--- src/gemv_pkg.sv ---
`default_nettype none

package gemv_pkg;

    // Element and tile geometry
    localparam int DATA_W   = 8;
    localparam int TILE_LEN = 8;

    // Largest matrix the unit can hold
    localparam int MAX_ROWS = 32;
    localparam int MAX_COLS = 32;

    // Arithmetic widths
    localparam int PROD_W = 2 * DATA_W;
    localparam int ACC_W  = 32;

    // Column tiles needed for the widest x vector
    localparam int MAX_TILES = MAX_COLS / TILE_LEN;

    // Signed scalars
    typedef logic signed [DATA_W-1:0] data_t;
    typedef logic signed [ACC_W-1:0]  acc_t;

    // Tiles are packed so they can travel on a single port
    typedef data_t [TILE_LEN-1:0] tile_t;
    typedef acc_t  [TILE_LEN-1:0] acc_tile_t;

    // Rows or cols value in the range 1 to MAX
    typedef logic [$clog2(MAX_COLS+1)-1:0] dim_t;

    // Index types
    typedef logic [$clog2(MAX_ROWS)-1:0]  row_t;
    typedef logic [$clog2(MAX_TILES)-1:0] tile_idx_t;

    // Number of live lanes in a tile, 0 up to TILE_LEN
    typedef logic [$clog2(TILE_LEN+1)-1:0] lane_cnt_t;

endpackage

`default_nettype wire
--- src/gemv_acc_bank.sv ---
`timescale 1ns/10ps
`default_nettype none

module gemv_acc_bank (
    input  wire logic                  clk,
    input  wire logic                  rst,
    // Bias seeding, one tile of rows per write
    input  wire logic                  bias_wr,
    input  wire gemv_pkg::tile_idx_t   bias_tile_idx,
    input  wire gemv_pkg::tile_t       bias_tile,
    // Tile sums from the dot pipeline
    input  wire logic                  sum_valid,
    input  wire gemv_pkg::row_t        sum_row,
    input  wire gemv_pkg::acc_t        sum,
    // Readout of one tile of accumulators
    input  wire gemv_pkg::tile_idx_t   rd_tile,
    output gemv_pkg::acc_tile_t        rd_data
);

    // One accumulator per supported row
    gemv_pkg::acc_t acc [gemv_pkg::MAX_ROWS];

    // Bias writes and sums never overlap since they belong to different phases
    always_ff @(posedge clk or posedge rst) begin
        if (rst) begin
            for (int r = 0; r < gemv_pkg::MAX_ROWS; r++) begin
                acc[r] <= '0;
            end
        end else if (bias_wr) begin
            // Seed TILE_LEN consecutive rows with the widened bias
            for (int i = 0; i < gemv_pkg::TILE_LEN; i++) begin
                acc[gemv_pkg::row_t'(int'(bias_tile_idx) * gemv_pkg::TILE_LEN + i)] <=
                    gemv_pkg::acc_t'(bias_tile[i]);
            end
        end else if (sum_valid) begin
            // Read, add and write in the same edge
            // so back to back sums to one row stack up
            acc[sum_row] <= acc[sum_row] + sum;
        end
    end

    // Combinational readout keeps y_tile stable while the index holds
    always_comb begin
        for (int i = 0; i < gemv_pkg::TILE_LEN; i++) begin
            rd_data[i] = acc[gemv_pkg::row_t'(int'(rd_tile) * gemv_pkg::TILE_LEN + i)];
        end
    end

endmodule

`default_nettype wire

--- config.mk ---
export PLATFORM = sky130hd
export DESIGN_NAME = gemv_acc_bank
export DESIGN_NICKNAME = d
export VERILOG_FILES = /design/src/gemv_pkg.sv /design/src/gemv_acc_bank.sv
export SDC_FILE = /design/constraint.sdc
export NUM_CORES = 2
export LEC_CHECK = 0
export ABC_CLOCK_PERIOD_IN_PS = 29600
export BUFFER_PORTS_ARGS = -buffer_cell sky130_fd_sc_hd__buf_4
export CORE_MARGIN = 5
export CORE_UTILIZATION = 56
export DETAILED_ROUTE_END_ITERATION = 8
export PLACE_DENSITY_LB_ADDON = 0.15
export REMOVE_ABC_BUFFERS = 1
export SETUP_SLACK_MARGIN = 0.15
export SKIP_LAST_GASP = 1
export SYNTH_ARGS = -nofsm -noshare
export SYNTH_HDL_FRONTEND = slang
export SYNTH_SLANG_ARGS = --single-unit
export TNS_END_PERCENT = 50
--- constraint.sdc ---
create_clock -name clk -period 29.6 [get_ports clk]
set_input_delay 2.96 -clock clk [delete_from_list [all_inputs] [get_ports clk]]
set_output_delay 2.96 -clock clk [all_outputs]
set_load 0.02 [all_outputs]
==> metrics <==
outcome complete, but fails checks; failing checks max-capacitance violations, max-slew violations; Worst Path Max Fanout 74; fin crit share 0.3125; setup ws final 20.35 ns; Fin. Hold Viols 0; Synth Flop Type dfrtp_1; final wirelength 272100 um; Int Power 3231 uW; setup violators final 0; Clock Power Share 0.281; CP cell instances buf_8 -> buf_4 -> buf_4 -> mux4_2 -> buf_4; number of remaining DRC errors 0; Worst R2R Path Depth 16; Tmin final 9.251 ns; first drt pass iteration count 9; die width 334.0 um; Final Cell Area 0.06681 sq mm; final std cells w/o fill 7092; crit start category input port; crit path capture type output pin; Die Y-Extent 334.0 um; Post-synth EDFFs 0; syn avg cell area 10.64 sq um; Worst Hold End acc[471]$_DFFE_PP0P_; Biggest register acc; clk sinks 1024; die area 0.1115 sq mm; R2R Path End acc[536]$_DFFE_PP0P_; Multi-input gate area 0.03136 sq mm; port bufs 364; Register Area 0.02562 sq mm; Critical R2R Launch acc[160]$_DFFE_PP0P_; Reg2Reg Setup Slack 24.14 ns; Yosys top cell by area dfrtp_1; GPL Wtd Cong 1.015; DP Cell Count 6881; Net Sw Frac 0.3886; clk_skew 0.04172 ns; highest clock rate 108.1 MHz; YS warnings 0; Placed Area 0.06299 sq mm; cts bufs inserted 108; total gr overflow 0; Synth Register Bits 1024; Comb pwr share 0.351; GRT Util Overall 0.4743; pwr dens 79.10 mW/mm^2; core box area 0.1039 sq mm; post-synthesis sequential area ratio 0.4360; area grow syn2layout 13.68%; max reg flops 1024; Rows 118; Hold Path Cell Cnt 1; Slew HR -0.07425; mapped cell area 0.05877 sq mm; Starting Density 0.5655; antenna violations before repair 13; crit path buf inv count 4; Longest Clk Path Bufs 3; layout cell share with drive strength beyond 1 0.2366; Mapped Cells 5522; biggest regs acc (1024); Slew @ Worst Pin 1.601 ns; Max Cap Violations 3; asr flop ratio synth 1.000; sequential power share 0.368; top-area cell type share of the netlist area 0.4360; Net Sw Power 2054 uW; CTS Root Cell clkbuf_16; worst hold path class flop to flop; Largest stage delay, worst path 0.86 ns; Setup CP Type input port to output pin; CTS Hold Bufs 0; Crit path top cell by count buf_4; WP data required 26.64 ns; CTS tree done; worst hold path startpoint acc[471]$_DFFE_PP0P_; drt via density 7.908; pre-CTS WS 20.24 ns; unrepaired setup endpoints after global routing no; Iter 0 DRT Violations 10650; Top delay family on crit path buffers and inverters; Final Total Pwr 5285 uW; antenna viol nets, final 0; H-tree Lvls 3; post-CTS setup buffers 0; # fillers 8261; Yosys cell types 72; largest net degree at the start of global routing 173; count leader, synth dfrtp_1; Reg clk slew, reported paths 0.06 ns; Fin Hold WS 0.5114 ns; HPWL Detailed 170300 um; Final Net Count 5752; Post-CTS Resized 0; WL per Instance 38.36 um; first-pass GRT wire length 384700 um; Final Max Slew Viols 32; Skew-Pair Late Insertion Delay 0.74 ns; Synth top cells by count dfrtp_1 (1024), nor2_1 (732), a21oi_1 (532); top cells by area, synth dfrtp_1 (44%), mux4_2 (19%), o21a_1 (5.5%); Leak Pwr 0.02638 uW; # IOs 365; vias in the first global route 54120; IR drop worst, VDD 0.05671 mV; slowest CP cell buf_4; Arr. time, crit path 6.29 ns; via count 56080
-- cells in the final DEF (no fill, tap or decap), drive strengths merged, types with 10 or more instances in the layout --
| cell | n |
|---|---|
| a21o | 16 |
| a21oi | 536 |
| a22oi | 162 |
| a31oi | 40 |
| a32oi | 151 |
| and2 | 11 |
| and3 | 68 |
| buf | 553 |
| bufinv | 13 |
| clkbuf | 160 |
| clkinv | 15 |
| dfrtp | 1024 |
| diode | 14 |
| ha | 31 |
| inv | 16 |
| mux2i | 32 |
| mux4 | 507 |
| nand2 | 178 |
| nand2b | 10 |
| nand3 | 28 |
| nand4 | 38 |
| nor2 | 739 |
| nor3 | 114 |
| nor4 | 15 |
| o21a | 432 |
| o21ai | 626 |
| o22a | 44 |
| o22ai | 29 |
| or2 | 10 |
| or3 | 13 |
| xnor2 | 17 |
| xor2 | 10 |
-- stage by stage --
| step | setup TNS (ns) | util |
|---|---|---|
| after floorplan | -2228.72 | - |
| after global placement | 0 | 0.6061 |
| after detailed placement | 0 | 0.6061 |
| after CTS | 0 | 0.6425 |
| after global routing | 0 | 0.6425 |
| final | 0 | 0.6428 |
-- cells by family (layout without fill, tap and decap cells) --
kind of cell               after synthesis  count (layout)  synth area share
DFF                                   1024            1024            0.4360
muxes                                  543             543            0.2005
other                                    0              14                 0
AOI/OAI and AO/OA                     2071            2071            0.2204
adders and majority gates               32              32          0.006940
xor gates and xnor gates                27              27          0.004534
and+or+nand+nor                       1240            1240           0.09128
buffers and inverters                  585             761           0.04036
-- how the worst max path moves through the flow --
stage	start	endpoint	depth (start not counted)
after global placement	sum_row[0]	acc[475]$_DFFE_PP0P_	15
after CTS	rd_tile[1]	rd_data[97]	5
after detailed placement	sum_row[0]	acc[283]$_DFFE_PP0P_	15
after floorplan	rst	acc[0]$_DFFE_PP0P_	1
after global routing	rd_tile[1]	rd_data[97]	5
final	rd_tile[1]	rd_data[97]	5
-- power by group through the flow --
stage / logic [uW] / registers (uW) / clock network [uW]
2_1_floorplan: 1040 / 1850 / 0
3_3_place_gp: 1730 / 1940 / 0
3_5_place_dp: 1760 / 1950 / 0
4_1_cts: 1770 / 1930 / 1470
5_1_grt: 1900 / 1970 / 1530
6_report: 1860 / 1950 / 1480
-- routing by layer --
layer,part of all wire,vias to the layer above,global-route usage
li1,-,21120,-
met1,0.32,27550,0.5870
met2,0.40,5803,0.6433
met3,0.19,1589,0.2573
met4,0.090,24,0.3049
met5,0.0018,-,0.02766
-- final cells by class --
type | count | area share
inverters | 11 | 0.0007303
well taps | 1380 | 0.02584
clock inverters | 37 | 0.008464
multi-input cells | 3913 | 0.4693
repair buffers | 553 | 0.06339
diodes | 14 | 0.0005243
flip-flops and latches | 1024 | 0.3835
clock buffers | 160 | 0.04820
No activity file was read; power rests on OpenSTA's default activity.
