<file path="src/gemv_pkg.sv">
`default_nettype none

package gemv_pkg;

    // Element and tile geometry
    localparam int DATA_W   = 8;
    localparam int TILE_LEN = 8;

    // Largest matrix the unit can hold
    localparam int MAX_ROWS = 32;
    localparam int MAX_COLS = 32;

    // Arithmetic widths
    localparam int PROD_W = 2 * DATA_W;
    localparam int ACC_W  = 32;

    // Column tiles needed for the widest x vector
    localparam int MAX_TILES = MAX_COLS / TILE_LEN;

    // Signed scalars
    typedef logic signed [DATA_W-1:0] data_t;
    typedef logic signed [ACC_W-1:0]  acc_t;

    // Tiles are packed so they can travel on a single port
    typedef data_t [TILE_LEN-1:0] tile_t;
    typedef acc_t  [TILE_LEN-1:0] acc_tile_t;

    // Rows or cols value in the range 1 to MAX
    typedef logic [$clog2(MAX_COLS+1)-1:0] dim_t;

    // Index types
    typedef logic [$clog2(MAX_ROWS)-1:0]  row_t;
    typedef logic [$clog2(MAX_TILES)-1:0] tile_idx_t;

    // Number of live lanes in a tile, 0 up to TILE_LEN
    typedef logic [$clog2(TILE_LEN+1)-1:0] lane_cnt_t;

endpackage

`default_nettype wire
</file>
<file path="src/gemv_dot_tile.sv">
`timescale 1ns/10ps
`default_nettype none

module gemv_dot_tile (
    input  wire logic                  clk,
    input  wire logic                  rst,
    // Weight tile with its matching x tile
    input  wire logic                  in_valid,
    input  wire gemv_pkg::tile_t       w_tile,
    input  wire gemv_pkg::tile_t       x_tile,
    input  wire gemv_pkg::lane_cnt_t   lane_cnt,
    input  wire gemv_pkg::row_t        row_in,
    input  wire logic                  last_in,
    // Tile sum with its tags two cycles later
    output gemv_pkg::acc_t             sum,
    output logic                       sum_valid,
    output gemv_pkg::row_t             sum_row,
    output logic                       sum_last
);

    // Stage 1 holds the masked lane products
    logic signed [gemv_pkg::PROD_W-1:0] prod [gemv_pkg::TILE_LEN];
    logic                               s1_valid;
    logic                               s1_last;
    gemv_pkg::row_t                     s1_row;

    // Adder tree over the stage 1 products
    gemv_pkg::acc_t                     prod_sum;

    // Valid and last travel together through both stages
    always_ff @(posedge clk or posedge rst) begin
        if (rst) begin
            s1_valid  <= 1'b0;
            s1_last   <= 1'b0;
            sum_valid <= 1'b0;
            sum_last  <= 1'b0;
        end else begin
            s1_valid  <= in_valid;
            s1_last   <= in_valid && last_in;
            sum_valid <= s1_valid;
            sum_last  <= s1_valid && s1_last;
        end
    end

    // Lanes at or past lane_cnt contribute nothing
    always_ff @(posedge clk) begin
        if (in_valid) begin
            s1_row <= row_in;
            for (int i = 0; i < gemv_pkg::TILE_LEN; i++) begin
                if (i < lane_cnt) begin
                    prod[i] <= $signed(w_tile[i]) * $signed(x_tile[i]);
                end else begin
                    prod[i] <= '0;
                end
            end
        end
    end

    // Products are sign extended into the accumulator width
    always_comb begin
        prod_sum = '0;
        for (int i = 0; i < gemv_pkg::TILE_LEN; i++) begin
            prod_sum = prod_sum + prod[i];
        end
    end

    // Stage 2 registers the sum with its row tag
    always_ff @(posedge clk) begin
        if (s1_valid) begin
            sum     <= prod_sum;
            sum_row <= s1_row;
        end
    end

endmodule

`default_nettype wire

</file>
<file path="config.mk">
export PLATFORM = sky130hd
export DESIGN_NAME = gemv_dot_tile
export DESIGN_NICKNAME = d
export VERILOG_FILES = /design/src/gemv_pkg.sv /design/src/gemv_dot_tile.sv
export SDC_FILE = /design/constraint.sdc
export NUM_CORES = 2
export LEC_CHECK = 0
export BUFFER_PORTS_ARGS = -buffer_cell sky130_fd_sc_hd__buf_4
export CAP_MARGIN = 20
export CORE_UTILIZATION = 30
export CTS_CLUSTER_SIZE = 40
export DETAILED_ROUTE_END_ITERATION = 10
export PLACE_DENSITY_LB_ADDON = 0.25
export SLEW_MARGIN = 20
export SYNTH_ARGS = -nofsm -noshare
export SYNTH_HDL_FRONTEND = slang
export SYNTH_SLANG_ARGS = --single-unit
</file>
<file path="constraint.sdc">
create_clock -name clk -period 10 [get_ports clk]
set_input_delay 1.5 -clock clk [delete_from_list [all_inputs] [get_ports clk]]
set_output_delay 1.5 -clock clk [all_outputs]
set_load 0.01 [all_outputs]
</file>
==> run summary <==
For the final database, setup skew stands at 0.01233 ns. Headroom to the max-slew limit came out at 34.57%. The H-tree was split into 4 levels. By startpoint and endpoint, the worst setup path is classified as input pin to register.

The worst register-to-register path begins at prod[0][2]. Total iterations of the first detailed-routing run: 5. Setup slack of the worst register-to-register path: 5.23 ns. The average wire per cell in the routed design came out at 15.35 um.

In this run the remaining antenna-violating nets after routing total 0. Cells with a size suffix above 1 make up 7.199% of the layout. The die footprint is 0.09732 mm2, and the average size of a mapped cell is 9.714 um2. The number of buffers and inverters on the critical path is 5. From left edge to right edge, the die measures 312.0 um. The largest individual stage delay along the critical path comes from the cell sky130_fd_sc_hd__fa_1. In this run the vertical extent of the chip is 312.0 um. The half-perimeter wire length of the detailed placement result is 58930 um. The worst hold path begins at s1_row[2].

The tools report the setup TNS as 0 ns. The deepest clock path buffer count was 2. The tightest min-delay check is of the register to register type. The logs give 0 for the remaining design rule violation count and 61 for the maximum number of pins on one net before global-route repair. STA classifies the critical path startpoint as an input pin.

The run gives 0 as the number of slew-limit violations in the final report. The count of buffers added on input and output ports is 179. From synthesis to final layout, the design area changed by 11.73%.

The global-route usage over all layers came out at 14.47%. The logs give 20530 for the via count of the first global-routing pass and 2967 for the synthesized instance count. The starting utilization of the core area is 30.29%, and the largest fanout on the critical path is 8. The number of hold violations in the final report came out at 0. For this run, the leading register cell type out of synthesis is sky130_fd_sc_hd__edfxtp_1.

Dividing the final minimum period by the clock period gives 54.40%. The share of synthesized area in the top cell type comes to 37.51%. At the end of routability-driven placement, the weighted congestion stood at 0.8481. The count of state elements after synthesis was 165; the quantity of gates resized following cts was 0.

Summing over every cut layer, the via total after detailed routing is 19177. The net count of the finished layout is 4075. The post-route minimum period works out to 5.440 ns. After detailed routing, the total wire length is 67810 um.

After synthesis, the cell types taking the most area are sky130_fd_sc_hd__fa_1 38%, sky130_fd_sc_hd__edfxtp_1 15%, sky130_fd_sc_hd__ha_1 11%. The number of enable-type register cells in the synthesized netlist is 145, and the quantity of hold-fixing buffers added after cts is 0. The run finished with clean final reports.

After the first detailed-routing iteration, the DRC count stood at 842. The worst register-to-register path has a depth of 16. STA classifies the critical path endpoint as a register. The net count after synthesis came out at 3901. The critical path goes through buf_4, and2_1, ha_1, inv_1, fa_1, inv_1, fa_1, inv_1, fa_1, inv_1, ha_1, a21oi_1, o21ai_0, o31ai_1, a21oi_1, nand4b_1, a31oi_1. Data on the critical path is required at its endpoint by 10.27 ns.

The CTS root buffer is sky130_fd_sc_hd__clkbuf_16. The hold path endpoint is sum_row[2]. The count of pins on the block boundary came out at 180.

The max-cap check violation count was 0. The first global-routing pass estimated 111300 um of wire. Setup repair after global routing left no endpoint under its margin. The tools report the cell row count as 113. Based on the critical path, the design can be clocked at up to 183.8 MHz.

The number of buffers inserted to repair setup after CTS was 0; the register clock-pin slew on the reported worst setup and hold paths was 0.07 ns. After synthesis, flip-flops and latches occupy 16.57% of the total area. The count of clock tree sinks is 165, and the number of antenna violations at the first check in global routing is 4.

The total congestion overflow was 0. Summed over all instances, the cell type with the most area after synthesis is sky130_fd_sc_hd__fa_1. TritonCTS created 17 clock buffers. The slew at the pin closest to its max-slew limit was 0.9778 ns. For the netlist area before placement, the log shows 0.02882 mm2. On the worst path, the slowest cell contributes a delay of 0.52 ns. Setup violations remaining at the end of the flow were counted as 0. Most prevalent standard cell on the critical path: sky130_fd_sc_hd__inv_1.

The dominant delay contributor by cell family on the critical path is adder cells. The fraction of registers with async set or reset after synthesis came out at 2.424%. Data on the critical path arrives at its endpoint at 5.71 ns. Cell depth of the worst hold path: 0.

The later pin in the worst-skew pair is clocked with a latency of 0.45 ns. Warning count from the yosys run: 0. TritonCTS built the clock tree.

The reg-to-reg endpoint was sum[20]. The via density per instance came out at 4.340. Counting distinct cell types in the post-synthesis netlist gives 62. The floorplan step defined a core boundary enclosing 0.09515 mm2.
## worst max-delay path by stage
stage	start	slack, ns	end	cells past startpoint
global placement	w_tile[55]	4.09	prod[1][47]	17
detailed placement	w_tile[55]	4.07	prod[1][47]	17
CTS	w_tile[55]	4.53	prod[1][47]	17
finish	w_tile[55]	4.56	prod[1][47]	17
global route	w_tile[55]	4.25	prod[1][47]	17
floorplan	x_tile[42]	4.54	prod[1][30]	13
## flip-flops by register name (all words and copies together), names as in the netlist
signal and flops:
prod 128, s1_last 1, s1_row 5, s1_valid 1
sum 23, sum_last 1, sum_row 5, sum_valid 1
## through the flow
| step | worst slack (ns) | util [%] | std cells | area [um2] | hold WS [ns] |
|---|---|---|---|---|---|
| final | 4.560 | 33.84 | 4419 | 32200 | 0.4205 |
| after detailed placement | 4.074 | 33.26 | 4387 | 31650 | 0.4045 |
| after floorplan | 4.544 | - | 2967 | 28820 | 0.4003 |
| after CTS | 4.527 | 33.84 | 4418 | 32200 | 0.4202 |
| after global routing | 4.249 | 33.84 | 4419 | 32200 | 0.4268 |
| after global placement | 4.093 | 33.26 | 4387 | 31650 | 0.4004 |
## cell usage after synthesis, drive strengths merged (3+ instances only)
cell / count
and3: 6
nor4: 8
nand3: 7
ha: 253
nand4: 3
xnor2: 75
edfxtp: 145
a21boi: 9
nor2b: 39
nand2b: 34
a21oi: 49
dfxtp: 16
nand4b: 3
o41ai: 3
a21o: 15
buf: 13
dfrtp: 4
o211ai: 6
nor3: 26
nand3b: 3
inv: 812
o22ai: 8
o21bai: 5
a2111oi: 3
o31ai: 5
fa: 540
and2: 335
clkbuf: 19
xor2: 43
nor2: 146
o21a: 24
o32ai: 4
or3: 12
a31oi: 12
o21ai: 75
nand2: 155
a211oi: 21
## area by class of cell
class,instances,area [um2]
fill,9933,62950
multi-input combinational,1958,20850
sequential,165,4775
inverter,812,3048
tap,1265,1583
timing repair buffer,187,1404
clock buffer,18,429.2
clock inverter,13,117.6
antenna,1,2.502
## cells in the final DEF, fill, tap and decap left out, types with 5 or more instances in the layout
master                      count
sky130_fd_sc_hd__o21bai_1       5
sky130_fd_sc_hd__nor2b_1       38
sky130_fd_sc_hd__nand2b_1      34
sky130_fd_sc_hd__edfxtp_1     145
sky130_fd_sc_hd__clkbuf_16     17
sky130_fd_sc_hd__a21oi_1       49
sky130_fd_sc_hd__dfxtp_1       16
sky130_fd_sc_hd__inv_6          5
sky130_fd_sc_hd__nand3_1        7
sky130_fd_sc_hd__o22ai_1        8
sky130_fd_sc_hd__a21boi_0       9
sky130_fd_sc_hd__buf_4        187
sky130_fd_sc_hd__ha_1         253
sky130_fd_sc_hd__nor3_1        25
sky130_fd_sc_hd__and3_1         6
sky130_fd_sc_hd__a21o_1        15
sky130_fd_sc_hd__o31ai_1        5
sky130_fd_sc_hd__xor2_1        43
sky130_fd_sc_hd__fa_1         540
sky130_fd_sc_hd__inv_1        812
sky130_fd_sc_hd__xnor2_1       75
sky130_fd_sc_hd__nor2_1       146
sky130_fd_sc_hd__o21a_1        24
sky130_fd_sc_hd__o211ai_1       6
sky130_fd_sc_hd__nor4_1         8
sky130_fd_sc_hd__and2_1       335
sky130_fd_sc_hd__nand2_1      155
sky130_fd_sc_hd__o21ai_0       75
sky130_fd_sc_hd__or3_1         12
sky130_fd_sc_hd__a211oi_1      21
sky130_fd_sc_hd__a31oi_1       12
## routing by layer
layer  track usage, %  vias up  share of wire, %
met5                0        -             0.055
met4            2.607        6               1.1
met3            1.778       43               2.9
met2            24.23      235                48
met1            20.19     9571                48
li1                 -     9322                 -
## cells by family (layout without fill, tap and decap cells)
family,after synthesis,after routing,share of synthesized area [%]
AO/OA/AOI/OAI,259,259,5.748
XOR/XNOR,118,118,3.586
adder cells (fa/ha/maj),793,793,48.49
buffers and inverters,844,1030,11.12
flip-flops,165,165,16.57
multiplexers,2,2,0.06946
other,0,1,0
AND/OR/NAND/NOR,786,786,14.42
Power is left out: the tool's default activity adds up to more than one toggle a clock period on the data nets, which glitch-free logic cannot reach.
