[config.mk]
export PLATFORM = sky130hd
export DESIGN_NAME = gemv_ctrl
export DESIGN_NICKNAME = d
export VERILOG_FILES = /design/src/gemv_pkg.sv /design/src/gemv_ctrl.sv
export SDC_FILE = /design/constraint.sdc
export NUM_CORES = 1
export LEC_CHECK = 0
export ABC_AREA = 1
export BUFFER_PORTS_ARGS = -buffer_cell sky130_fd_sc_hd__buf_2
export CAP_MARGIN = 20
export CORE_MARGIN = 2
export CORE_UTILIZATION = 55
export CTS_CLUSTER_SIZE = 10
export DETAILED_ROUTE_END_ITERATION = 16
export PLACE_DENSITY = 0.84
export SYNTH_ARGS = -nofsm -noshare
export SYNTH_HDL_FRONTEND = slang
export SYNTH_SLANG_ARGS = --single-unit
[constraint.sdc]
create_clock -name clk -period 3.6 [get_ports clk]
set_input_delay 1.08 -clock clk [delete_from_list [all_inputs] [get_ports clk]]
set_output_delay 1.08 -clock clk [all_outputs]
set_load 0.1 [all_outputs]
[src/gemv_pkg.sv]
`default_nettype none

package gemv_pkg;

    // Element and tile geometry
    localparam int DATA_W   = 8;
    localparam int TILE_LEN = 8;

    // Largest matrix the unit can hold
    localparam int MAX_ROWS = 32;
    localparam int MAX_COLS = 32;

    // Arithmetic widths
    localparam int PROD_W = 2 * DATA_W;
    localparam int ACC_W  = 32;

    // Column tiles needed for the widest x vector
    localparam int MAX_TILES = MAX_COLS / TILE_LEN;

    // Signed scalars
    typedef logic signed [DATA_W-1:0] data_t;
    typedef logic signed [ACC_W-1:0]  acc_t;

    // Tiles are packed so they can travel on a single port
    typedef data_t [TILE_LEN-1:0] tile_t;
    typedef acc_t  [TILE_LEN-1:0] acc_tile_t;

    // Rows or cols value in the range 1 to MAX
    typedef logic [$clog2(MAX_COLS+1)-1:0] dim_t;

    // Index types
    typedef logic [$clog2(MAX_ROWS)-1:0]  row_t;
    typedef logic [$clog2(MAX_TILES)-1:0] tile_idx_t;

    // Number of live lanes in a tile, 0 up to TILE_LEN
    typedef logic [$clog2(TILE_LEN+1)-1:0] lane_cnt_t;

endpackage

`default_nettype wire
[src/gemv_ctrl.sv]
`timescale 1ns/10ps
`default_nettype none

module gemv_ctrl (
    input  wire logic                  clk,
    input  wire logic                  rst,
    // Job control
    input  wire logic                  start,
    input  wire gemv_pkg::dim_t        rows,
    input  wire gemv_pkg::dim_t        cols,
    // Stream handshakes
    input  wire logic                  x_valid,
    output logic                       x_ready,
    input  wire logic                  bias_valid,
    output logic                       bias_ready,
    input  wire logic                  w_valid,
    output logic                       w_ready,
    input  wire logic                  y_ready,
    output logic                       y_valid,
    output gemv_pkg::tile_idx_t        y_tile_idx,
    output logic                       done,
    // Datapath control
    output logic                       x_wr,
    output logic                       bias_wr,
    output logic                       w_xfer,
    output gemv_pkg::tile_idx_t        tile_idx,
    output gemv_pkg::row_t             row_idx,
    output gemv_pkg::lane_cnt_t        lane_cnt,
    output logic                       w_last,
    input  wire logic                  sum_last
);

    typedef enum logic [2:0] {
        S_IDLE,
        S_LOAD_X,
        S_LOAD_BIAS,
        S_COMPUTE,
        S_DRAIN,
        S_OUTPUT,
        S_DONE
    } state_t;

    state_t state;

    // Job geometry derived from rows and cols
    gemv_pkg::tile_idx_t last_col_tile;
    gemv_pkg::tile_idx_t last_row_tile;
    gemv_pkg::row_t      last_row;
    gemv_pkg::lane_cnt_t col_rem;

    logic y_xfer;

    assign last_col_tile = gemv_pkg::tile_idx_t'((cols - 1'b1) / gemv_pkg::TILE_LEN);
    assign last_row_tile = gemv_pkg::tile_idx_t'((rows - 1'b1) / gemv_pkg::TILE_LEN);
    assign last_row      = gemv_pkg::row_t'(rows - 1'b1);
    assign col_rem       = gemv_pkg::lane_cnt_t'(cols % gemv_pkg::TILE_LEN);

    // Only the last column tile of a row can be partial
    assign lane_cnt = (tile_idx == last_col_tile && col_rem != '0) ?
                      col_rem : gemv_pkg::lane_cnt_t'(gemv_pkg::TILE_LEN);

    // Transfers on each stream
    assign x_wr    = x_valid && x_ready;
    assign bias_wr = bias_valid && bias_ready;
    assign w_xfer  = w_valid && w_ready;
    assign y_xfer  = y_valid && y_ready;

    // Final weight tile of the job
    assign w_last = (state == S_COMPUTE) && (row_idx == last_row) &&
                    (tile_idx == last_col_tile);

    always_ff @(posedge clk or posedge rst) begin
        if (rst) begin
            state      <= S_IDLE;
            x_ready    <= 1'b0;
            bias_ready <= 1'b0;
            w_ready    <= 1'b0;
            y_valid    <= 1'b0;
            done       <= 1'b0;
            tile_idx   <= '0;
            row_idx    <= '0;
            y_tile_idx <= '0;
        end else begin
            case (state)
                S_IDLE: begin
                    if (start) begin
                        state    <= S_LOAD_X;
                        x_ready  <= 1'b1;
                        tile_idx <= '0;
                    end
                end

                S_LOAD_X: begin
                    if (x_wr) begin
                        if (tile_idx == last_col_tile) begin
                            state      <= S_LOAD_BIAS;
                            x_ready    <= 1'b0;
                            bias_ready <= 1'b1;
                            tile_idx   <= '0;
                        end else begin
                            tile_idx <= tile_idx + 1'b1;
                        end
                    end
                end

                S_LOAD_BIAS: begin
                    if (bias_wr) begin
                        if (tile_idx == last_row_tile) begin
                            state      <= S_COMPUTE;
                            bias_ready <= 1'b0;
                            w_ready    <= 1'b1;
                            tile_idx   <= '0;
                            row_idx    <= '0;
                        end else begin
                            tile_idx <= tile_idx + 1'b1;
                        end
                    end
                end

                S_COMPUTE: begin
                    // Walk the column tiles of each row in turn
                    if (w_xfer) begin
                        if (w_last) begin
                            state   <= S_DRAIN;
                            w_ready <= 1'b0;
                        end else if (tile_idx == last_col_tile) begin
                            tile_idx <= '0;
                            row_idx  <= row_idx + 1'b1;
                        end else begin
                            tile_idx <= tile_idx + 1'b1;
                        end
                    end
                end

                S_DRAIN: begin
                    // The last sum lands in the bank at this edge
                    if (sum_last) begin
                        state      <= S_OUTPUT;
                        y_valid    <= 1'b1;
                        y_tile_idx <= '0;
                    end
                end

                S_OUTPUT: begin
                    if (y_xfer) begin
                        if (y_tile_idx == last_row_tile) begin
                            state   <= S_DONE;
                            y_valid <= 1'b0;
                            done    <= 1'b1;
                        end else begin
                            y_tile_idx <= y_tile_idx + 1'b1;
                        end
                    end
                end

                S_DONE: begin
                    state <= S_IDLE;
                    done  <= 1'b0;
                end

                default: begin
                    state <= S_IDLE;
                end
            endcase
        end
    end

endmodule

`default_nettype wire

==> results of run 1 <==
-- repair_timing --
action,CTS,global route
hold endpoints to repair,0,0
endpoints found under the setup margin,0,1
resized for setup,0,3
-- cell families after synthesis --
group                    synth area share [%]
flip-flops                              29.90
buffers and inverters                   10.29
adder cells (fa/ha/maj)                 1.759
AO/OA/AOI/OAI                           7.828
XOR/XNOR                                1.232
AND/OR/NAND/NOR                         48.99
-- worst max-delay path: cells and delay by family --
family        cells  cell delay [ns]
fa+ha+maj         1             0.23
xor+xnor          1             0.12
simple gates      4             0.41
buf+inv           4             0.51
-- power by group --
part	total, W	switching, W	leakage, nW	internal [W]
combinational	0.00109	0.000843	0.733	0.000243
clock	0.000109	0.0000672	0.0177	0.0000414
sequential	0.000342	0.0000845	0.216	0.000257
-- final cells by class --
class	instances	area, µm²	share of cell area [%]
flip-flops and latches	17	426.7	24.44
inverters	37	142.6	8.172
multi-input cells	167	878.3	50.32
clock inverters	1	5.005	0.2867
well taps	30	37.54	2.151
repair buffers	40	232.7	13.33
clock buffers	3	22.52	1.290
-- state kept, by name (all words and copies together) (netlist names) --
| register | cells |
|---|---|
| bias_ready | 1 |
| done | 1 |
| row_idx | 5 |
| state | 3 |
| tile_idx | 2 |
| w_ready | 1 |
| x_ready | 1 |
| y_tile_idx | 2 |
| y_valid | 1 |
-- stage by stage --
stage | area (µm²) | setup slack, ns
floorplan | 1440 | -0.1425
global placement | 1703 | 0.1318
detailed placement | 1703 | 0.06106
global route | 1745 | 0.03069
CTS | 1730 | 0.05543
finish | 1745 | 0.1678
-- cell usage in the layout, fill, tap and decap left out, drive strengths merged --
| master | instances |
|---|---|
| clkinvlp | 1 |
| a21oi | 4 |
| nand3b | 1 |
| inv | 36 |
| dfrtp | 17 |
| xor2 | 1 |
| clkinv | 1 |
| o21ai | 14 |
| nor2 | 20 |
| or2 | 3 |
| o21a | 1 |
| nand3 | 32 |
| ha | 2 |
| buf | 40 |
| nand4 | 7 |
| xnor2 | 1 |
| a32oi | 1 |
| nor4 | 1 |
| nand2 | 79 |
| clkbuf | 3 |
-- worst max path at each step --
stage | from | end | slack [ns] | depth (start not counted)
floorplan | cols[4] | lane_cnt[0] | -0.14 | 4
global placement | rows[0] | w_last | 0.13 | 11
detailed placement | rows[0] | w_last | 0.06 | 11
CTS | rows[0] | w_last | 0.06 | 11
global route | rows[0] | w_last | 0.03 | 11
finish | rows[0] | w_last | 0.17 | 10
-- per-layer routing --
layer | up-vias | wire length (µm)
met2 | 41 | 1570
met5 | - | 0
met3 | 7 | 131
met4 | 0 | 44
met1 | 669 | 1512
li1 | 795 | -
==> flow_summary.yaml, run 1 <==
synthesis:
  synth_area_um2: 1423
  ys.flop_type: "dfrtp_1"
  yosys.cell_count.top_type: "nand2_1"
  ys_ff_latch: 17
  async_flop_share_pct: 100.0
  synth.distinct_cells: 28
  synth-edff-count: 0
  synth_area_per_cell_um2: 6.408
  yosys-top-cells-count: "nand2_1 (77), inv_1 (34), nand3_1 (29)"
  yosysWarnings: 0
  yosysTopAreaCell: "dfrtp_1"
  synth-seq-area-share_pct: 29.90
  synth_area_leaders: "dfrtp_1 (30%), nand2_1 (20%), nand3_1 (10%), inv_1 (9.0%), nor2_1 (4.7%)"
  syn_inst: 222
  syn-num-nets: 244
  synth_top_cell_area_share_pct: 29.90
drt:
  wl_um: 3259
  routed_via_density: 5.125
  drtIter0Drc: 36
  post_drt_wl_per_cell_um: 11.05
  drcViolationCount: 0
  first_pass_iters: 4
  ant_nets: 0
  dr_total_vias: 1512
hold_path:
  min_from: "w_ready"
  hp-class: "reg2reg"
  hold_depth: 2
  hold_path_end: "w_ready"
sta:
  max_freq_ghz: 0.2914
  setup_violations: 0
  finalCritPeriodShare_pct: 95.34
  hold_viol: 0
  finalMaxSlewViolations: 0
  clock_skew_ns: 0.003065
  tightest_slew_ns: 0.6687
  setup_tns_ns: 0
  rsz0062_at_grt: "no"
  min_period_ns: 3.432
  holdWs_ns: 0.5075
  slew_headroom_pct: 55.37
floorplanning:
  rows: 18
  die_h_um: 54.86
  design.portCount: 42
  die_w_um: 54.86
  die-area_um2: 3010
  initial_utilization_pct: 57.95
  core_area_um2: 2455
placed_design:
  numPortBuffers: 39
  place_inst: 291
  place_hpwl_um: 2674
  place.gp.congestion: 0.9363
clocking:
  clkTransAtPathRegs_ns: 0.11
  clock_path_buffers: 2
  cts_made_buffers: 3
  cts_sinks: 17
  cts_max_level: 1
  ctsHoldBuffers: 0
  post-cts-setup-buffer-count: 0
  cts_tree: "done"
  clock_latency_ns: 0.30
  cts-root-buf: "clkbuf_4"
run:
  cap_violations: 0
global_routing:
  grt_pass1_wl_um: 5285
  grt_overflow: 0
  grt_use_met3_pct: 3.825
  antenna_found_initial: 0
  use_met2_pct: 39.09
  grt_pass1_vias: 1291
  grtUsageTotal_pct: 24.29
  use_met1_pct: 32.43
  grt_start_max_net_pins: 18
  busiest_layer: "met2"
worst_setup_path:
  reg2regPathDepth: 8
  cp.arrival_ns: 2.35
  path_class: "in2out"
  path_cells: "buf_2 > inv_1 > ha_4 > xnor2_1 > nor2_1 > nand2_1 > nor2_4 > nand3_4 > clkinvlp_4 > buf_12"
  cpPeakStageDelay_ns: 0.23
  r2r_end: "row_idx[2]"
  worstReg2RegStart: "state[2]"
  worst-path-max-fanout: 5
  end_kind: "primary output"
  rrSetupSlack_ns: 1.76
  cp.required_ns: 2.52
  startpoint_type: "input port"
  cp_slowest_cell: "ha_4"
cells_and_area:
  area_delta_synth_final_pct: 22.69
  instances_no_fill: 295
  drive_above_1_share_pct: 25.66
  fill_cells: 235
  nets: 288
  num_antenna_cells: 0
  fin_util_pct: 71.10
pwr:
  powerDensity_nw_per_um2: 880.4
  finalPower_w: 0.001537
  ir_drop_uv: 834.4
  p_leak_nw: 0.9666
outcome:
  outcome: "completed"
Note: power is estimated with default switching activity, not from simulation.
==> inputs of run 2 (changes only) <==
BUFFER_PORTS_ARGS = not set   (was -buffer_cell sky130_fd_sc_hd__buf_2)
CORE_MARGIN = not set   (was 2)
CORE_UTILIZATION = 67   (was 55)
DONT_BUFFER_PORTS = 1   (was not set)
GPL_ROUTABILITY_DRIVEN = 0   (was not set)
PLACE_DENSITY = 0.83   (was 0.84)
==> run 2 against run 1 <==
Net effect: largest cell class unchanged; sequential share of layout area up 0.78 points; sequential cell count is the same; register-to-register slack worse by 0.23 ns; wire length is 12% higher; first-iteration DRC count increased by 75%; largest power group unchanged; clock-buffer cell count unchanged; utilization rose by 14 points; sequential power is 45% higher.
==> flow_summary.yaml, run 2 (synthesis results as in run 1) <==
outcome:
  outcome: "completed"
global_routing:
  grt_overflow: 0
  grt_pass1_wl_um: 5451
  grt_start_max_net_pins: 18
  grt_pass1_vias: 1305
  antenna_found_initial: 0
  grtUsageTotal_pct: 34.64
clocking:
  cts-root-buf: "clkbuf_4"
  cts_sinks: 17
  cts_resized: 0
  cts_max_level: 1
  clkTransAtPathRegs_ns: 0.10
  clock_latency_ns: 0.30
  cts_made_buffers: 3
  clock_path_buffers: 2
  post-cts-setup-buffer-count: 0
  cts_tree: "done"
  ctsHoldBuffers: 0
cells_and_area:
  fin_util_pct: 85.35
  mostFrequentLayoutCells: "nand2_1 (77), inv_1 (33), nand3_1 (29), dfrtp_1 (16), nor2_1 (15)"
  num_antenna_cells: 0
  area_delta_synth_final_pct: 18.91
  design_area_um2: 1692
  nets: 266
  largest_register_ffs: 5
  largest-register: "row_idx"
  drive_above_1_share_pct: 18.52
  instances_no_fill: 270
  final_common_cell: "nand2_1"
  reg_top3: "row_idx: 5 flops, state: 3 flops"
drt:
  wl_met2_um: 1821
  met3_length_um: 260
  ant_nets: 0
  wl_um: 3655
  post_drt_wl_per_cell_um: 13.54
  drtIter0Drc: 63
  drt-met1-wl_um: 1523
  dr_total_vias: 1539
  first_pass_iters: 4
  drcViolationCount: 0
  highest_layer: "met4"
  routed_via_density: 5.700
sta:
  finalCritPeriodShare_pct: 94.99
  hold_viol: 0
  min_period_ns: 3.419
  slew_headroom_pct: 35.59
  clock_skew_ns: 0.001806
  finalMaxSlewViolations: 0
  holdWs_ns: 0.5841
  setup_violations: 0
  rsz0062_at_grt: "no"
  setup_tns_ns: 0
  tightest_slew_ns: 0.9661
  max_freq_ghz: 0.2924
hold_path:
  hp-class: "reg2reg"
floorplanning:
  rows: 16
  core_area_um2: 1982
  die_w_um: 48.08
  design.portCount: 42
  die-area_um2: 2312
  die_h_um: 48.08
  initial_utilization_pct: 71.78
worst_setup_path:
  worst-path-max-fanout: 5
  path_class: "in2out"
  cp.arrival_ns: 2.34
  cp.required_ns: 2.52
  end_kind: "primary output"
  startpoint_type: "input port"
run:
  cap_violations: 0
placed_design:
  place_inst: 266
  place_hpwl_um: 2862
  postPlaceCellArea_um2: 1652
  numPortBuffers: 0
pwr:
  p_leak_nw: 0.8895
  powerDensity_nw_per_um2: 925.9
  ir_drop_uv: 792.3
[run 2: cell types whose count changed in the layout (fill, tap and decap cells not counted), sizes merged]
| cell | delta |
|---|---|
| buf | -22 |
[run 2: metal layers]
metal  vias to the layer above  GRT usage [%]
li1                        749              -
met2                        61          58.92
met1                       722          43.63
met5                         -              0
met4                         0          12.78
met3                         7          6.415
[run 2: final timing paths]
check | from | end | slack (ns) | cells after the start
worst max register to register | y_valid | state[1] | 1.53 | 9
min in group asynchronous | rst | done | 0.74 | 1
worst max-delay path | rows[0] | w_last | 0.18 | 10
worst min register to register | tile_idx[0] | tile_idx[0] | 0.58 | 3
max in group asynchronous | rst | tile_idx[0] | 2.41 | 1
worst min-delay path | tile_idx[0] | tile_idx[0] | 0.58 | 3
[run 2: critical path: stages]
cell and delay (ns):
inv_1 0.16, ha_4 0.19, nand2_1 0.07, nand2_1 0.10
nand2_1 0.08, nor2_1 0.17, nor2_4 0.07, nand3_4 0.13
clkinvlp_4 0.12, buf_12 0.17
[run 2: where the power goes]
part	switching [W]	internal, W	total, W
clock	0.0000655	0.0000415	0.000107
sequential	0.000243	0.000253	0.000496
combinational	0.000712	0.000251	0.000963
[run 2: metrics by stage]
| step | worst slack, ns | power, W |
|---|---|---|
| 2_1_floorplan | -0.1425 | 0.001247 |
| 3_3_place_gp | 0.1832 | 0.001395 |
| 3_5_place_dp | 0.1223 | 0.001437 |
| 4_1_cts | 0.1213 | 0.001549 |
| 5_1_grt | 0.005047 | 0.001657 |
| 6_report | 0.1805 | 0.001566 |
[run 2: area by class of cell]
type | count | area [µm²]
Clock inverter | 1 | 5.005
Tap cell | 27 | 33.78
Inverter | 37 | 142.6
Sequential cell | 17 | 426.7
Timing Repair Buffer | 18 | 185.2
Clock buffer | 3 | 22.52
Multi-Input combinational cell | 167 | 875.8
Fill cell | 117 | 290.3
