[src/gemv_pkg.sv]
`default_nettype none

package gemv_pkg;

    // Element and tile geometry
    localparam int DATA_W   = 8;
    localparam int TILE_LEN = 8;

    // Largest matrix the unit can hold
    localparam int MAX_ROWS = 32;
    localparam int MAX_COLS = 32;

    // Arithmetic widths
    localparam int PROD_W = 2 * DATA_W;
    localparam int ACC_W  = 32;

    // Column tiles needed for the widest x vector
    localparam int MAX_TILES = MAX_COLS / TILE_LEN;

    // Signed scalars
    typedef logic signed [DATA_W-1:0] data_t;
    typedef logic signed [ACC_W-1:0]  acc_t;

    // Tiles are packed so they can travel on a single port
    typedef data_t [TILE_LEN-1:0] tile_t;
    typedef acc_t  [TILE_LEN-1:0] acc_tile_t;

    // Rows or cols value in the range 1 to MAX
    typedef logic [$clog2(MAX_COLS+1)-1:0] dim_t;

    // Index types
    typedef logic [$clog2(MAX_ROWS)-1:0]  row_t;
    typedef logic [$clog2(MAX_TILES)-1:0] tile_idx_t;

    // Number of live lanes in a tile, 0 up to TILE_LEN
    typedef logic [$clog2(TILE_LEN+1)-1:0] lane_cnt_t;

endpackage

`default_nettype wire
[src/gemv_x_buffer.sv]
`timescale 1ns/10ps
`default_nettype none

module gemv_x_buffer (
    input  wire logic                  clk,
    input  wire logic                  rst,
    // Write side fed by the x stream
    input  wire logic                  wr_en,
    input  wire gemv_pkg::tile_idx_t   wr_tile,
    input  wire gemv_pkg::tile_t       wr_data,
    // Read side follows the weight tile index
    input  wire gemv_pkg::tile_idx_t   rd_tile,
    output gemv_pkg::tile_t            rd_data
);

    // One entry per column tile of x
    gemv_pkg::tile_t mem [gemv_pkg::MAX_TILES];

    // Whole tile is written at the x transfer edge
    always_ff @(posedge clk or posedge rst) begin
        if (rst) begin
            for (int t = 0; t < gemv_pkg::MAX_TILES; t++) begin
                mem[t] <= '0;
            end
        end else if (wr_en) begin
            mem[wr_tile] <= wr_data;
        end
    end

    // Combinational read so lane i lines up with column tile*TILE_LEN+i
    // in the same cycle the weight tile is accepted
    assign rd_data = mem[rd_tile];

endmodule

`default_nettype wire

[config.mk]
export PLATFORM = sky130hd
export DESIGN_NAME = gemv_x_buffer
export DESIGN_NICKNAME = d
export VERILOG_FILES = /design/src/gemv_pkg.sv /design/src/gemv_x_buffer.sv
export SDC_FILE = /design/constraint.sdc
export NUM_CORES = 1
export LEC_CHECK = 0
export BUFFER_PORTS_ARGS = -buffer_cell sky130_fd_sc_hd__buf_2
export CORE_MARGIN = 3
export CORE_UTILIZATION = 25
export CTS_CLUSTER_SIZE = 20
export DETAILED_ROUTE_END_ITERATION = 8
export HOLD_SLACK_MARGIN = 0.05
export PLACE_DENSITY = 0.47
export SKIP_LAST_GASP = 1
export SYNTH_ARGS = -nofsm -noshare
export SYNTH_HDL_FRONTEND = slang
export SYNTH_SLANG_ARGS = --single-unit
export TNS_END_PERCENT = 5
[constraint.sdc]
create_clock -name clk -period 26.4 [get_ports clk]
set_clock_uncertainty 0.15 [all_clocks]
set_input_delay 3.96 -clock clk [delete_from_list [all_inputs] [get_ports clk]]
set_output_delay 3.96 -clock clk [all_outputs]
set_load 0.05 [all_outputs]
==> results of run 1 <==
==> kinds of logic after synthesis <==
family	count (synthesis)	synth area share, %
simple gates	4	0.335
buf+inv	42	3.79
mux	320	38.6
flops	256	57.2
==> power breakdown <==
group | internal, mW | switching (mW) | leakage (nW)
combinational | 0.112 | 0.149 | 2.09
sequential | 0.467 | 0.0342 | 3.03
clock | 0.254 | 0.162 | 0.493
==> per-stage QoR <==
stage / hold WS, ns / instances
after global routing: 0.351 / 1365
after floorplan: 0.303 / 622
after global placement: 0.321 / 1310
after CTS: 0.339 / 1365
final: 0.336 / 1365
after detailed placement: 0.326 / 1310
==> final timing paths <==
path	endpoint	depth (start not counted)
max	rd_data[15]	4
min	mem[194]	1
max reg2reg	mem[58]	1
min reg2reg	mem[194]	1
max in group asynchronous	mem[74]	3
min in group asynchronous	mem[230]	2
==> layout make-up <==
cell class	instances	area [um2]	share of cell area [%]
timing repair buffer	144	763	5.74
inverter	1	11.3	0.0847
clock buffer	48	910	6.84
clock inverter	7	92.6	0.697
sequential	256	6410	48.2
tap	585	732	5.51
multi-input combinational	324	4380	32.9
==> critical path: cells and delay by family <==
kind | cells | cell delay [ns]
muxes | 1 | 0.59
buffers and inverters | 3 | 1.39
==> synth_stat cells (all sizes together) <==
library cell / instances / share of area, %
mux4: 64 / 13
nand3b: 2 / 0.13
mux2: 256 / 26
nor3b: 1 / 0.11
clkbuf: 6 / 0.74
inv: 1 / 0.034
nand3: 1 / 0.089
buf: 35 / 3.0
dfrtp: 256 / 57
==> routing by layer <==
layer  up-vias  routed length (um)  GRT usage (%)
li1       2606                   -              -
met1      3143               11500           14.4
met2       124               11500           16.9
met3        39                1640           3.48
met4         6                 523           2.57
met5         -                  43              0
==> flow_metrics.tcl, run 1 <==
set metrics [dict create \
    status "complete, no violations" \
    cp-start-kind "input port" \
    final_nets 828 \
    syn-num-nets 693 \
    cpMaxStageDelayCell "buf_4" \
    final_common_cell "dfrtp_1" \
    grt_pass1_wl_um 39700 \
    worstSetupEndpointType "output pin" \
    cts_resized 0 \
    period_share_pct 38.4 \
    vias_per_cell 4.34 \
    clk_latency_ns 0.55 \
    cts_setup_buffers 0 \
    p_leak_nw 5.61 \
    rows 76 \
    clockBufferDepth 3 \
    syn_to_final_growth_pct 18.7 \
    gp_congestion 0.657 \
    overflow 0 \
    first_iter_violations 243 \
    synth_seq_cells 256 \
    worst-r2r-setup-slack_ns 25.48 \
    ir_worst_vdd_mv 0.0486 \
    path_clk_slew_ns 0.06 \
    drtAntennaViolNets 0 \
    postPlaceCellArea_mm2 0.0123 \
    startpoint "rd_tile[0]" \
    cp_common_cell "buf_4" \
    postLayoutCellArea_mm2 0.0133 \
    power_mw 1.18 \
    worstSetupPathType "input port to output pin" \
    clockRootBuffer "clkbuf_16" \
    diodes 0 \
    dieWidth_um 218 \
    syn_avg_cell_area_um2 18.0 \
    final_layout_size_suffix_gt1_share_pct 65.0 \
    setup_tns_ns 0 \
    start_util_pct 25.6 \
    relSlewSlack_pct 27.1 \
    drv_slew 0 \
    cp.arrival_ns 6.02 \
    fin_crit_ns 10.13 \
    final_util_pct 30.4 \
    firstDrtPassIters 4 \
    numCtsBuffers 30 \
    die-area_mm2 0.0473 \
    first_global_vias 6411 \
    die_h_um 218 \
    core_mm2 0.0436 \
    syn_inst 622 \
    required_ns 22.29 \
    pre_cts_slack_ns 16.17 \
    finalHoldViolCount 0 \
    io_pins 135 \
    largest_reg_flops 256 \
    regMostFlops "mem" \
    hp-start "mem[194]" \
    wire_per_inst_um 18.5 \
    hold_buffers 0 \
    ctsHtreeMaxLevel 1 \
    worstMarginPinSlew_ns 1.09 \
    hp-class "flop to flop" \
    num_vias 5918 \
    dp_hpwl_um 14900 \
    yosysSeqAreaShare_pct 57.2 \
    final-setup-viol-count 0 \
    top_regs "mem x256" \
    r2r-start "mem[58]" \
    yosys_warnings 0 \
    crit_path_max_incr_delay_ns 0.66 \
    syn-cell-area_mm2 0.0112 \
    drv_cap 0 \
    drc 0 \
    numPortBuffers 134 \
    mostFrequentLayoutCells "dfrtp_1, mux2_2, buf_2" \
    cts_tree "yes" \
    powerDensity_mw_per_mm2 88.6 \
    nFillCells 4384 \
    synth.distinct_cells 11 \
    cts.sinks 256 \
    rsz0062_at_grt "false" \
    crit_path_cell_trace "buf_4, buf_4, mux4_2, buf_2" \
    clock.fmax_ghz 0.0988 \
    setup_ws_ns 16.27 \
    path_max_fanout 35 \
    track_usage_pct 10.7 \
    routed_wl_um 25200 \
    grt_max_degree 175 \
    antenna_found_initial 4 \
]
No activity file was read; power rests on OpenSTA's default activity.
==> run 2: changes to the inputs <==
Settings changed: PLACE_DENSITY 0.47 to 0.48.
Clock period 26.4 ns to 8.7 ns, I/O delays scaled along.
==> run 2 against run 1 <==
Compared with the run above: utilization about the same; critical path depth stayed put; first-iteration DRC count fell by 0.41%; non-clock buffer count unchanged; routed wire length down 1.9%; combinational power increased to 3.0 times the previous value; clock power grew to 3.0 times the previous value; die area unchanged; hold slack got worse by 0.0043 ns; cell count is essentially flat.
==> flow_metrics.tcl, run 2 (synthesis results as in run 1) <==
set metrics [dict create \
    num_vias 5963 \
    cts_resized 0 \
    cts_setup_buffers 0 \
    wire_per_inst_um 18.1 \
    required_ns 7.24 \
    finalHoldViolCount 0 \
    cts_tree "yes" \
    final_common_cell "dfrtp_1" \
    path_clk_slew_ns 0.06 \
    drc 0 \
    gp_congestion 0.655 \
    die_h_um 218 \
    cpMaxStageDelayCell "buf_4" \
    drv_cap 0 \
    cts.sinks 256 \
    rsz0062_at_grt "false" \
    worst-r2r-setup-slack_ns 7.78 \
    io_pins 135 \
    final_util_pct 30.4 \
    firstDrtPassIters 4 \
    hold_ws_ns 0.331 \
    period_share_pct 54.9 \
    final_layout_size_suffix_gt1_share_pct 65.0 \
    largest_reg_flops 256 \
    routed_wl_um 24700 \
    hold_buffers 0 \
    antenna_found_initial 2 \
    grt_pass1_wl_um 39500 \
    p_leak_nw 5.60 \
    powerDensity_mw_per_mm2 268 \
    ctsHtreeMaxLevel 1 \
    status "complete, no violations" \
    syn_to_final_growth_pct 18.6 \
    die-area_mm2 0.0473 \
    first_iter_violations 242 \
    mostFrequentLayoutCells "dfrtp_1, mux2_2, buf_2" \
    track_usage_pct 10.6 \
    dp_cells 1310 \
    clock.fmax_ghz 0.209 \
    cp-start-kind "input port" \
    dp_hpwl_um 14600 \
    cp_common_cell "buf_4" \
    worstSetupPathType "input port to output pin" \
    final_nets 829 \
    regMostFlops "mem" \
    worstSetupEndpointType "output pin" \
    cp.arrival_ns 3.32 \
    power_mw 3.56 \
    core_mm2 0.0436 \
    fin_crit_ns 4.78 \
    pre_cts_slack_ns 3.83 \
    crit_path_cell_trace "buf_4, buf_4, mux4_2, buf_2" \
    drtAntennaViolNets 0 \
    clk_latency_ns 0.57 \
    setup_tns_ns 0 \
    drv_slew 0 \
    numCtsBuffers 31 \
    numPortBuffers 134 \
    grt_max_degree 169 \
    relSlewSlack_pct 27.1 \
    dieWidth_um 218 \
    clockBufferDepth 3 \
    layoutNonFillerInstCount 1366 \
    rows 76 \
    setup_ws_ns 3.92 \
    worstMarginPinSlew_ns 1.09 \
    postPlaceCellArea_mm2 0.0123 \
    postLayoutCellArea_mm2 0.0133 \
    ir_worst_vdd_mv 0.151 \
    top_regs "mem x256" \
    clockRootBuffer "clkbuf_16" \
    start_util_pct 25.6 \
    overflow 0 \
    diodes 0 \
    vias_per_cell 4.37 \
    first_global_vias 6583 \
    hp-class "flop to flop" \
    crit_path_max_incr_delay_ns 0.66 \
    final-setup-viol-count 0 \
    path_max_fanout 34 \
]
==> run 2: cell count changes in the layout (fill, tap and decap cells not counted) <==
cell,delta
bufinv_16,-1
inv_8,+1
clkinv_4,-1
clkinv_2,+2
==> run 2: path summary, 6_finish.rpt <==
path                            startpoint          end  cells after the start
max in group asynchronous              rst     mem[247]                      3
worst max-delay path            rd_tile[0]  rd_data[55]                      4
worst min-delay path              mem[199]     mem[199]                      1
worst max register to register     mem[56]      mem[56]                      1
min in group asynchronous              rst     mem[226]                      2
worst min register to register    mem[199]     mem[199]                      1
==> run 2: area by class of cell <==
type	count	area, um2
clock inverters	8	75.1
multi-input cells	324	4380
inverters	1	11.3
fillers	4330	30400
repair buffers	144	763
flip-flops and latches	256	6410
clock buffers	48	910
well taps	585	732
==> run 2: report_power, final <==
group	total, mW	internal, mW	switching [mW]
Sequential	1.52	1.42	0.102
Combinational	0.792	0.340	0.452
Clock	1.24	0.743	0.500
==> run 2: metal layers <==
| metal | wire [um] | track usage, % |
|---|---|---|
| met2 | 11100 | 16.5 |
| met1 | 11200 | 14.2 |
| met5 | 24 | 0 |
| met3 | 1900 | 3.75 |
| met4 | 462 | 2.33 |
==> run 2: worst max-delay path, delay by kind of cell <==
kind / cells / cell delay (ns)
multiplexers: 1 / 0.59
buffers and inverters: 3 / 1.40
==> run 3: changes to the inputs <==
Settings changed: PLACE_DENSITY 0.48 to 0.47.
Clock period 8.7 ns to 4.6 ns, I/O delays scaled along.
==> run 3 against run 2 <==
Compared with the run above: total power grew 91%; non-clock buffer count rose by 6; sequential power up 89%; worst setup slack lost 2.5 ns; combinational power is 91% higher; critical path depth unchanged; utilization rose by 0.29 points; final area rose by 0.94%; first-iteration DRC count is 5.0% higher; via count rose by 1.4%; register-to-register slack worse by 4.1 ns; critical path type unchanged; critical endpoint is now rd_data[30]; largest power group unchanged.
==> flow_metrics.tcl, run 3 (synthesis results as in run 1) <==
set metrics [dict create \
    drtAntennaViolNets 0 \
    path_clk_slew_ns 0.06 \
    syn_to_final_growth_pct 19.7 \
    cp-start-kind "input port" \
    fin_crit_ns 3.21 \
    clockBufferDepth 3 \
    final-setup-viol-count 0 \
    grt_max_degree 89 \
    wire_per_inst_um 18.7 \
    hp-class "input port to async pin" \
    ir_worst_vdd_mv 0.248 \
    ctsHtreeMaxLevel 1 \
    p_leak_nw 5.66 \
    path_max_fanout 30 \
    hold_buffers 0 \
    clock.fmax_ghz 0.311 \
    worstMarginPinSlew_ns 0.862 \
    drc 0 \
    final_nets 834 \
    worstSetupPathType "input port to output pin" \
    antenna_found_initial 6 \
    finalHoldViolCount 0 \
    required_ns 3.76 \
    clockRootBuffer "clkbuf_16" \
    io_pins 135 \
    dieWidth_um 218 \
    die_h_um 218 \
    setup_ws_ns 1.39 \
    regMostFlops "mem" \
    drv_slew 0 \
    nFillCells 4335 \
    start_util_pct 25.6 \
    layoutNonFillerInstCount 1374 \
    first_iter_violations 254 \
    numPortBuffers 134 \
    status "complete, no violations" \
    setup_tns_ns 0 \
    cts_tree "yes" \
    worstSetupEndpointType "output pin" \
    overflow 0 \
    first_global_vias 6652 \
    powerDensity_mw_per_mm2 507 \
    drv_cap 0 \
    startpoint "rd_tile[0]" \
    vias_per_cell 4.40 \
    gp_congestion 0.666 \
    period_share_pct 69.8 \
    hold_ws_ns 0.159 \
    track_usage_pct 11.0 \
    final_util_pct 30.7 \
    routed_wl_um 25700 \
    dp_cells 1316 \
    rr_endpoint "mem[207]" \
    cp_common_cell "buf_4" \
    grt_pass1_wl_um 40800 \
    num_vias 6045 \
    cp.arrival_ns 2.37 \
    clk_latency_ns 0.56 \
    cts_resized 0 \
    rsz0062_at_grt "false" \
    worst-r2r-setup-slack_ns 3.67 \
    r2r-start "mem[207]" \
    rows 76 \
    crit_path_max_incr_delay_ns 0.54 \
    firstDrtPassIters 6 \
    crit_path_cell_trace "buf_4, buf_4, mux4_2, buf_2" \
    core_mm2 0.0436 \
    die-area_mm2 0.0473 \
    worstSetupEndpoint "rd_data[30]" \
    pre_cts_slack_ns 1.30 \
    final_layout_size_suffix_gt1_share_pct 65.6 \
    cpMaxStageDelayCell "mux4_2" \
    largest_reg_flops 256 \
    top_regs "mem x256" \
    numCtsBuffers 30 \
    cts.sinks 256 \
    cts_setup_buffers 0 \
    mostFrequentLayoutCells "dfrtp_1, mux2_2, buf_2" \
    reg2reg_depth 1 \
    relSlewSlack_pct 42.4 \
    final_common_cell "dfrtp_1" \
    dp_hpwl_um 15600 \
]
-- run 3: cell types whose count changed in the layout (fill, tap and decap cells not counted) --
cell / change
clkbuf_1: -2
buf_12: +4
inv_6: -1
clkinv_2: +1
buf_4: +2
clkinvlp_4: +2
bufinv_16: +1
clkbuf_8: +1
inv_8: -2
diode_2: +2
-- run 3: routing by layer --
| layer | track usage [%] | wire length (um) |
|---|---|---|
| met1 | 15.6 | 11900 |
| met4 | 2.33 | 531 |
| met2 | 16.7 | 11600 |
| met3 | 3.20 | 1700 |
| met5 | 0 | 34 |
-- run 3: critical path: cells and delay by family --
| family | cells | cell delay [ns] |
|---|---|---|
| buffers and inverters | 3 | 1.11 |
| muxes | 1 | 0.54 |
-- run 3: power by group --
group	total (mW)	leakage (nW)	switching [mW]	internal, mW
clock network	2.40	0.501	0.933	1.47
logic	1.51	2.13	0.858	0.651
registers	2.88	3.03	0.198	2.68
total	6.79	5.66	1.99	4.80
-- run 3: through the flow --
stage	total power [mW]	cell area (um2)
floorplan	4.09	11200
global placement	4.44	12400
detailed placement	4.46	12400
CTS	6.93	13400
global route	7.15	13400
finish	6.79	13400
-- run 3: final cells by class --
cell class | instances | area [um2] | share of cell area, %
Sequential cell | 256 | 6410 | 47.8
Multi-Input combinational cell | 324 | 4380 | 32.7
Clock buffer | 47 | 916 | 6.84
Timing Repair Buffer | 150 | 858 | 6.41
Tap cell | 585 | 732 | 5.46
Clock inverter | 9 | 97.6 | 0.728
Inverter | 1 | 7.51 | 0.0560
Antenna cell | 2 | 5.00 | 0.0374
-- run 3: how the worst min path moves through the flow --
stage | slack [ns] | start | endpoint | cells after the start
3_5_place_dp | 0.33 | mem[193] | mem[193] | 1
3_3_place_gp | 0.31 | mem[199] | mem[199] | 1
2_1_floorplan | 0.30 | mem[192] | mem[192] | 1
5_1_grt | 0.18 | rst | mem[84] | 2
6_report | 0.16 | rst | mem[102] | 2
4_1_cts | 0.16 | rst | mem[102] | 2
